===== config.mk =====
export PLATFORM = sky130hd
export DESIGN_NAME = lvds_video_rx
export DESIGN_NICKNAME = d
export VERILOG_FILES = /design/src/hdl/link_ctrl_pkg.sv /design/src/hdl/lvds_word_pkg.sv /design/src/hdl/holdoff_timer.sv /design/src/hdl/link_state_fsm.sv /design/src/hdl/lvds_video_rx.sv /design/src/hdl/pixel_unpacker.sv
export SDC_FILE = /design/constraint.sdc
export NUM_CORES = 1
export LEC_CHECK = 0
export ABC_AREA = 0
export BUFFER_PORTS_ARGS = -buffer_cell sky130_fd_sc_hd__buf_2
export CAP_MARGIN = 20
export CORE_MARGIN = 2
export CORE_UTILIZATION = 51
export DETAILED_ROUTE_END_ITERATION = 8
export GPL_TIMING_DRIVEN = 0
export PLACE_DENSITY_LB_ADDON = 0.2
export SKIP_LAST_GASP = 1
export SYNTH_ARGS = -nofsm -noshare
export SYNTH_HDL_FRONTEND = slang
export SYNTH_SLANG_ARGS = --single-unit

===== constraint.sdc =====
create_clock -name deser_clk -period 4.3 [get_ports deser_clk]
set_clock_uncertainty 0.15 [all_clocks]
set_input_delay 0.86 -clock deser_clk [delete_from_list [all_inputs] [get_ports deser_clk]]
set_output_delay 0.86 -clock deser_clk [all_outputs]
set_load 0.005 [all_outputs]

===== src/hdl/link_ctrl_pkg.sv =====
package link_ctrl_pkg;

    // Link bring-up states
    typedef enum logic [1:0] {
        LINK_DOWN   = 2'd0, // No lock, video off
        LINK_SETTLE = 2'd1, // Lock seen, waiting out the hold-off
        LINK_UP     = 2'd2  // Video passes through
    } link_state_e;

    // Hold-off counter width, enough for 65536 settle cycles
    localparam int HOLDOFF_W = 16;

endpackage


===== src/hdl/lvds_word_pkg.sv =====
package lvds_word_pkg;

    // One deserialized word, both channels side by side
    localparam int WORD_W = 56;

    // One RGB pixel, 8 bits per colour
    localparam int PIX_W = 24;

    typedef logic [WORD_W-1:0] deser_word_t;

    // Blue in [23:16], green in [15:8], red in [7:0]
    typedef logic [PIX_W-1:0] pixel_t;

    // Active-low control bits of the first channel
    localparam int DE_BIT = 20;
    localparam int HS_BIT = 18;
    localparam int VS_BIT = 19;

    // Second channel starts here, same layout as the first
    localparam int CH_B_OFS = 28;

endpackage


===== src/hdl/holdoff_timer.sv =====
module holdoff_timer #(
    parameter int HOLDOFF_CYCLES = 64
) (
    input  logic deser_clk,
    input  logic c3_sys_rst_i,
    input  logic i_run,
    output logic o_done
);

    localparam logic [link_ctrl_pkg::HOLDOFF_W-1:0] TERMINAL =
        link_ctrl_pkg::HOLDOFF_W'(HOLDOFF_CYCLES - 1);

    logic [link_ctrl_pkg::HOLDOFF_W-1:0] settle_cnt;

    // Saturating count, restarts from zero each time run drops
    always_ff @(posedge deser_clk or posedge c3_sys_rst_i) begin
        if (c3_sys_rst_i) begin
            settle_cnt <= '0;
        end else if (!i_run) begin
            settle_cnt <= '0;
        end else if (settle_cnt != TERMINAL) begin
            settle_cnt <= settle_cnt + 1'b1;
        end
    end

    assign o_done = (settle_cnt == TERMINAL); // Held while run stays high

    // Counter parks at the terminal value and never runs past it
    a_cnt_bounded: assert property (
        @(posedge deser_clk) disable iff (c3_sys_rst_i)
        settle_cnt <= TERMINAL
    );

endmodule


===== src/hdl/link_state_fsm.sv =====
module link_state_fsm (
    input  logic deser_clk,
    input  logic c3_sys_rst_i,
    input  logic i_rx_lock,
    input  logic i_timer_done,
    output logic o_timer_run,
    output logic o_link_up
);

    logic lock_meta;
    logic lock_sync;

    link_ctrl_pkg::link_state_e state;
    link_ctrl_pkg::link_state_e state_nxt;

    // Lock comes from the serdes PLL, two flops before use
    always_ff @(posedge deser_clk or posedge c3_sys_rst_i) begin
        if (c3_sys_rst_i) begin
            lock_meta <= 1'b0;
            lock_sync <= 1'b0;
        end else begin
            lock_meta <= i_rx_lock;
            lock_sync <= lock_meta;
        end
    end

    always_comb begin
        state_nxt = state;
        if (!lock_sync) begin
            state_nxt = link_ctrl_pkg::LINK_DOWN; // Lock loss wins everywhere
        end else begin
            case (state)
                link_ctrl_pkg::LINK_DOWN:   state_nxt = link_ctrl_pkg::LINK_SETTLE;
                link_ctrl_pkg::LINK_SETTLE: begin
                    if (i_timer_done) begin
                        state_nxt = link_ctrl_pkg::LINK_UP;
                    end
                end
                link_ctrl_pkg::LINK_UP:     state_nxt = link_ctrl_pkg::LINK_UP;
                default:                    state_nxt = link_ctrl_pkg::LINK_DOWN;
            endcase
        end
    end

    always_ff @(posedge deser_clk or posedge c3_sys_rst_i) begin
        if (c3_sys_rst_i) begin
            state     <= link_ctrl_pkg::LINK_DOWN;
            o_link_up <= 1'b0;
        end else begin
            state     <= state_nxt;
            // Qualified by lock so a drop reaches the video one edge sooner
            o_link_up <= (state == link_ctrl_pkg::LINK_UP) && lock_sync;
        end
    end

    assign o_timer_run = (state == link_ctrl_pkg::LINK_SETTLE);

    // Every bring-up has to pass through the hold-off
    a_no_skip_settle: assert property (
        @(posedge deser_clk) disable iff (c3_sys_rst_i)
        (state == link_ctrl_pkg::LINK_DOWN) |=> (state != link_ctrl_pkg::LINK_UP)
    );

endmodule


===== src/hdl/lvds_video_rx.sv =====
module lvds_video_rx #(
    parameter int HOLDOFF_CYCLES = 64
) (
    input  logic                        deser_clk,
    input  logic                        c3_sys_rst_i,
    input  logic                        i_rx_lock,
    input  lvds_word_pkg::deser_word_t  i_deser_word,
    output logic                        o_link_up,
    output lvds_word_pkg::pixel_t       o_pix_a,
    output lvds_word_pkg::pixel_t       o_pix_b,
    output logic                        o_de,
    output logic                        o_hsync,
    output logic                        o_vsync
);

    logic timer_run;
    logic timer_done;
    logic link_up;

    // Settle counter for the hold-off after lock
    holdoff_timer #(
        .HOLDOFF_CYCLES (HOLDOFF_CYCLES)
    ) u_holdoff_timer (
        .deser_clk    (deser_clk),
        .c3_sys_rst_i (c3_sys_rst_i),
        .i_run        (timer_run),
        .o_done       (timer_done)
    );

    link_state_fsm u_link_state_fsm (
        .deser_clk    (deser_clk),
        .c3_sys_rst_i (c3_sys_rst_i),
        .i_rx_lock    (i_rx_lock),
        .i_timer_done (timer_done),
        .o_timer_run  (timer_run),
        .o_link_up    (link_up)
    );

    // Word to pixel mapping, blanked while the link is down
    pixel_unpacker u_pixel_unpacker (
        .deser_clk    (deser_clk),
        .c3_sys_rst_i (c3_sys_rst_i),
        .i_enable     (link_up),
        .i_word       (i_deser_word),
        .o_pix_a      (o_pix_a),
        .o_pix_b      (o_pix_b),
        .o_de         (o_de),
        .o_hsync      (o_hsync),
        .o_vsync      (o_vsync)
    );

    assign o_link_up = link_up;

endmodule


===== src/hdl/pixel_unpacker.sv =====
module pixel_unpacker (
    input  logic                        deser_clk,
    input  logic                        c3_sys_rst_i,
    input  logic                        i_enable,
    input  lvds_word_pkg::deser_word_t  i_word,
    output lvds_word_pkg::pixel_t       o_pix_a,
    output lvds_word_pkg::pixel_t       o_pix_b,
    output logic                        o_de,
    output logic                        o_hsync,
    output logic                        o_vsync
);

    // Channel slice is as wide as the offset of the second channel
    localparam int CH_W = lvds_word_pkg::CH_B_OFS;

    // Two MSBs of each colour sit on the fourth data pair
    function automatic lvds_word_pkg::pixel_t map_channel(input logic [CH_W-1:0] ch);
        lvds_word_pkg::pixel_t pix;
        pix = {ch[26:25], ch[17:12],   // Blue
               ch[24:23], ch[11:6],    // Green
               ch[22:21], ch[5:0]};    // Red
        return pix;
    endfunction

    lvds_word_pkg::pixel_t pix_a_nxt;
    lvds_word_pkg::pixel_t pix_b_nxt;

    assign pix_a_nxt = map_channel(i_word[CH_W-1:0]);
    assign pix_b_nxt = map_channel(i_word[lvds_word_pkg::CH_B_OFS +: CH_W]); // Bit 55 unused

    always_ff @(posedge deser_clk or posedge c3_sys_rst_i) begin
        if (c3_sys_rst_i) begin
            o_pix_a <= '0;
            o_pix_b <= '0;
            o_de    <= 1'b0;
            o_hsync <= 1'b0;
            o_vsync <= 1'b0;
        end else if (!i_enable) begin
            o_pix_a <= '0; // Link down, blank everything
            o_pix_b <= '0;
            o_de    <= 1'b0;
            o_hsync <= 1'b0;
            o_vsync <= 1'b0;
        end else begin
            o_pix_a <= pix_a_nxt;
            o_pix_b <= pix_b_nxt;
            // Sync levels taken from the first channel only
            o_de    <= ~i_word[lvds_word_pkg::DE_BIT];
            o_hsync <= ~i_word[lvds_word_pkg::HS_BIT];
            o_vsync <= ~i_word[lvds_word_pkg::VS_BIT];
        end
    end

    a_blank_when_off: assert property (
        @(posedge deser_clk) disable iff (c3_sys_rst_i)
        !i_enable |=> (o_pix_a == '0 && o_pix_b == '0 && !o_de && !o_hsync && !o_vsync)
    );

endmodule


==> results.cfg, run 1 <==
[synth]
synth_top_area_frac = 0.661
avgSynthCellArea_um2 = 12.6
yosys.area.top_type = dfrtp_1
synthTopCellsByArea = dfrtp_1 66%, and2_1 13%, xnor2_1 1.9%, ha_1 1.8%, nand2_1 1.7%
synth_flop_cell = dfrtp_1
ys_types = 29
ys_seq_area_frac = 0.661
synth.net_count = 280
yosys_warnings = 0
syn_inst = 217
ys_top_cells_by_count = 72 x dfrtp_1, 56 x and2_1, 12 x nand2_1, 9 x clkbuf_1
synth.most_common_cell = dfrtp_1
async_flop_share = 1.00
synth_area_mm2 = 0.00272
synth-seq-cells = 72
synth_edf_count = 0

[min_path]
hold_class = reg2reg
holdPathStages = 0

[place]
place_hpwl_um = 3470
gp_congestion = 0.828
io_buffers = 105

[clocking]
h-tree-depth = 3
clock-sinks = 72
hold_buffers = 0
root_buffer = clkbuf_8
cts_setup_buffers = 0
clk_latency_ns = 0.35
clk_pin_slew_worst_paths_ns = 0.08
cts_tree = yes
numCtsBuffers = 9
cts_buffer_depth = 2
ctsResizeCount = 0

[timing]
slew_violations = 0
rsz0062_at_grt = no
tightest_slew_ns = 0.848
fin_crit_sh = 0.497
fmax_mhz = 468
slew_headroom = 0.434
setup_tns_ns = 0
setup_violations = 0
period_needed_ns = 2.14
finalHoldViolCount = 0

[die]
coreArea_mm2 = 0.00514
io_pins = 111
initial_core_util = 0.530
num_rows = 26
fp.dieW_um = 77.1
die_h_um = 77.1
dieArea_mm2 = 0.00594

[outcome]
outcome = finished, final reports clean

[route]
dr.pass1.iters = 4
via_per_inst = 4.65
wl_per_cell_um = 12.2
drt_iter0_drc = 131
drc = 0
finalWirelength_um = 4990
vias = 1896
ant_nets = 0

[critical_path]
arrival_ns = 2.21
crit_type = reg2reg
end_kind = flop
cp_slowest_cell = or4_1
worst-path-max-fanout = 8
critPathRequiredTime_ns = 4.37
cp_slowest_stage_delay_ns = 0.60
start_kind = flop
r2r_cells = 4
path_cells = or4_1 > nor4_4 > nor2b_1 > mux2i_1

[layout]
area_delta_synth_final_pct = 30.2
layout-drive-gt1-share = 0.364
fin_util = 0.690
nNetsFinal = 396
antenna_cells = 0
fillerInstances = 410

[grt]
met2_usage = 0.296
grt_pass1_vias = 1880
grt-ovfl-total = 0
use_met1 = 0.217
grt_max_degree = 73
antenna_found_initial = 0
grt.busiest_layer = met2
grt_usage = 0.187
grt_pass1_wl_um = 8470
grtUsageMet3 = 0.0906

[flow_run]
drv_cap = 0

[power_and_ir_drop]
powerDensity_mw_per_mm2 = 436
p_leak_nw = 1.93
ir_worst_vdd_mv = 0.241
critical path: cells and delay by family (launching register included):
kind | cells | cell delay (ns)
mux | 1 | 0.15
flops | 1 | 0.43
simple gates | 3 | 1.28
logic make-up (layout without fill, tap and decap cells):
kind of cell               after synthesis  count (layout)  share of synthesized area
xor gates and xnor gates                 8               8                     0.0257
muxes                                    4               4                     0.0147
and+or+nand+nor                        109             109                      0.245
DFF                                     72              72                      0.661
buffers and inverters                   13             134                     0.0179
adders and majority gates                4               4                     0.0184
AOI/OAI and AO/OA                        7               7                     0.0170
flip-flops by register name (all words and copies together) (netlist names):
register,flops
u_holdoff_timer.settle_cnt,16
u_link_state_fsm.lock_sync,1
u_link_state_fsm.state,2
u_pixel_unpacker.o_pix_b,24
u_link_state_fsm.o_link_up,1
u_pixel_unpacker.o_de,1
u_pixel_unpacker.o_hsync,1
u_pixel_unpacker.o_vsync,1
u_pixel_unpacker.o_pix_a,24
u_link_state_fsm.lock_meta,1
final timing paths:
check                                               startpoint                           end  slack [ns]
worst max-delay path            u_holdoff_timer.settle_cnt[11]     u_link_state_fsm.state[1]        2.16
worst min-delay path                u_link_state_fsm.lock_meta    u_link_state_fsm.lock_sync        0.21
worst max register to register  u_holdoff_timer.settle_cnt[11]     u_link_state_fsm.state[1]        2.16
worst min register to register      u_link_state_fsm.lock_meta    u_link_state_fsm.lock_sync        0.21
max in group asynchronous                         c3_sys_rst_i  u_pixel_unpacker.o_pix_a[18]        2.91
min in group asynchronous                         c3_sys_rst_i   u_pixel_unpacker.o_pix_b[9]        0.54
cell type report:
type / count / area (um^2) / area share
Sequential cell: 72 / 1800 / 0.508
Multi-Input combinational cell: 132 / 873 / 0.246
Timing Repair Buffer: 105 / 526 / 0.148
Clock buffer: 12 / 155 / 0.0438
Tap cell: 70 / 87.6 / 0.0247
Clock inverter: 4 / 51.3 / 0.0145
Buffer: 9 / 33.8 / 0.00953
Inverter: 4 / 17.5 / 0.00494
placed cells by master, fill, tap and decap left out, types with 3 or more instances in the layout:
master,synthesis,routed
buf_2,0,105
dfrtp_1,72,72
and2_1,56,56
nand2_1,12,12
clkbuf_8,0,11
clkbuf_1,9,10
nand4_1,6,6
xnor2_1,6,6
nor2b_1,6,6
nand3_1,5,5
nor2_1,5,5
nor4_1,4,4
mux2i_1,4,4
ha_1,4,4
and4_1,3,3
inv_1,4,3
stage by stage:
stage                     setup slack (ns)  hold slack [ns]  area [um^2]  instances  power (mW)
after global placement               0.695            0.184         3340        392        1.01
after detailed placement              2.18            0.194         3340        392        1.01
final                                 2.16            0.207         3550        408        1.55
after global routing                  2.02            0.215         3550        408        1.63
after floorplan                       1.47            0.181         2720        217       0.904
after CTS                             2.16            0.211         3550        408        1.56
metal layers:
layer  part of all wire  vias to the layer above  wire, um
li1                   -                      943         -
met1               0.42                      867      2090
met2               0.47                       76      2340
met3              0.090                       10       447
met4              0.021                        0       104
met5                  0                        -         0
power breakdown:
part           internal (mW)  leakage (nW)  switching (mW)  total [mW]
logic                  0.109         0.838           0.115       0.225
registers              0.742         0.993          0.0302       0.773
clock network          0.301         0.103           0.249       0.550
total                   1.15          1.93           0.395        1.55
(Power assumes the default switching activity.)
==> run 2: changes to the inputs <==
CORE_UTILIZATION = 43   (was 51)
clock period = 1.9 ns   (was 4.3 ns; I/O delays follow)
==> run 2 against run 1 <==
Compared with the run above:
- non-clock buffer count grew 10
- design area grew 4.0%
- count of clock-buffer cells in the layout grew 2
- global-route usage shrank 2.1 points
- sequential share of layout area shrank 1.9 points
- combinational power grew 150%
- wire length grew 8.9%
- worst setup slack lost 2.1 ns
- first-iteration DRC count shrank 40%
- worst hold slack lost 0.17 ns
- clock power grew 110%
- core utilization shrank 7.8 points
==> results.cfg, run 2 (synthesis gave the netlist of run 1 again) <==
[critical_path]
path_cells = ha_4 > nand4bb_1 > nor4_4 > buf_4 > or4b_2 > nand2_1
cp_slowest_stage_delay_ns = 0.62
end_kind = flop
cp.buffers_inverters = 1
arrival_ns = 1.96
cp_slowest_cell = or4b_2
worst-path-max-fanout = 4
start_kind = flop
critPathRequiredTime_ns = 2.02
path_delay_family = simple AND/OR/NAND/NOR gates
crit_type = reg2reg

[place]
place_hpwl_um = 3910
io_buffers = 105
gp_congestion = 0.784

[power_and_ir_drop]
powerDensity_mw_per_mm2 = 943
ir_worst_vdd_mv = 0.476
p_leak_nw = 1.98

[clocking]
cts_tree = yes
h-tree-depth = 3
cts_buffer_depth = 2
clk_pin_slew_worst_paths_ns = 0.07
clock-sinks = 72
root_buffer = clkbuf_8
numCtsBuffers = 9
clk_latency_ns = 0.33

[timing]
finalHoldViolCount = 0
slew_headroom = 0.705
setup_violations = 0
period_needed_ns = 1.84
hold_slack_ns = 0.0353
slew_violations = 0
tightest_slew_ns = 0.441
fmax_mhz = 543
rsz0062_at_grt = yes
fin_crit_sh = 0.969

[route]
finalWirelength_um = 5430
via_per_inst = 4.63
ant_nets = 0
vias = 1959
drc = 0
drt_iter0_drc = 79
wl_per_cell_um = 12.8
dr.pass1.iters = 4

[grt]
grtUsageMet3 = 0.0623
grt_max_degree = 31
grt_pass1_vias = 2049
grt_usage = 0.166
use_met1 = 0.197
grt-ovfl-total = 0
antenna_found_initial = 0
grt.busiest_layer = met2
met2_usage = 0.260
grt_pass1_wl_um = 9230

[outcome]
outcome = finished, final reports clean

[layout]
final_common_cell = buf_2
multi_input_area_um2 = 907
layout-drive-gt1-share = 0.394
fillerInstances = 501
nNetsFinal = 406
antenna_cells = 0
seqCellArea_mm2 = 0.00180
area_delta_synth_final_pct = 35.4
fin_util = 0.612
reg_top3 = u_pixel_unpacker.o_pix_a: 24 flops, u_pixel_unpacker.o_pix_b: 24 flops, u_holdoff_timer.settle_cnt: 16 flops
layout_common_cells = 105 x buf_2, 71 x dfrtp_1, 56 x and2_1, 12 x nand2_1

[die]
die_h_um = 83.6
dieArea_mm2 = 0.00699
fp.dieW_um = 83.6
io_pins = 111
num_rows = 28
coreArea_mm2 = 0.00603
initial_core_util = 0.452

[min_path]
hold_class = in2reg

[flow_run]
drv_cap = 0
[run 2: cell count changes in the layout (fill, tap and decap cells not counted), moves of 2 or more]
cell	previous run	this run
buf_4	0	8
nor4_2	0	2
buf_12	0	2
nor4_1	4	2
dlygate4sd3_1	0	2
[run 2: worst paths after layout]
check,endpoint,cells past startpoint,slack [ns],from
setup / recovery,u_holdoff_timer.settle_cnt[3],6,0.06,u_holdoff_timer.settle_cnt[0]
hold / removal,u_pixel_unpacker.o_hsync,2,0.04,i_deser_word[18]
setup reg to reg,u_holdoff_timer.settle_cnt[3],6,0.06,u_holdoff_timer.settle_cnt[0]
hold reg to reg,u_link_state_fsm.lock_sync,0,0.21,u_link_state_fsm.lock_meta
max in group asynchronous,u_pixel_unpacker.o_pix_a[23],4,0.66,c3_sys_rst_i
min in group asynchronous,u_pixel_unpacker.o_pix_b[11],3,0.47,c3_sys_rst_i
[run 2: layout make-up]
cell class | instances | share of cell area
inverters | 4 | 0.00509
clock inverters | 2 | 0.0105
plain buffers | 7 | 0.00747
flip-flops and latches | 72 | 0.489
clock buffers | 14 | 0.0414
repair buffers | 117 | 0.175
well taps | 75 | 0.0254
multi-input cells | 132 | 0.246
[run 2: metrics by stage]
step / worst slack (ns) / TNS [ns] / std cells / total power, mW / cell area [um^2]
floorplan: 0.000909 / 0 / 217 / 2.05 / 2730
global placement: -0.174 / -0.800 / 397 / 2.29 / 3350
detailed placement: -0.213 / -1.24 / 399 / 2.31 / 3390
CTS: 0.0113 / 0 / 422 / 3.54 / 3660
global route: -0.00547 / -0.00610 / 423 / 3.68 / 3690
finish: 0.0587 / 0 / 423 / 3.48 / 3690
[run 2: layer usage]
metal  part of all wire  vias to the layer above  wire length [um]
li1                   -                      965                 -
met1               0.42                      913              2300
met4              0.022                        0               118
met3              0.083                       10               450
met2               0.47                       71              2550
met5                  0                        -                 0
[run 2: where the power goes]
group	internal (mW)	switching, mW
registers	1.68	0.0636
clock network	0.648	0.522
logic	0.281	0.281
total	2.61	0.867
[run 2: timing repair]
item | in CTS | in global routing
hold buffers | 2 | 0
buffers inserted | 6 | 2
hold endpoints to repair | 17 | 0
pin swaps | 2 | 4
endpoints found under the setup margin | 8 | 16
resized for setup | 4 | 5
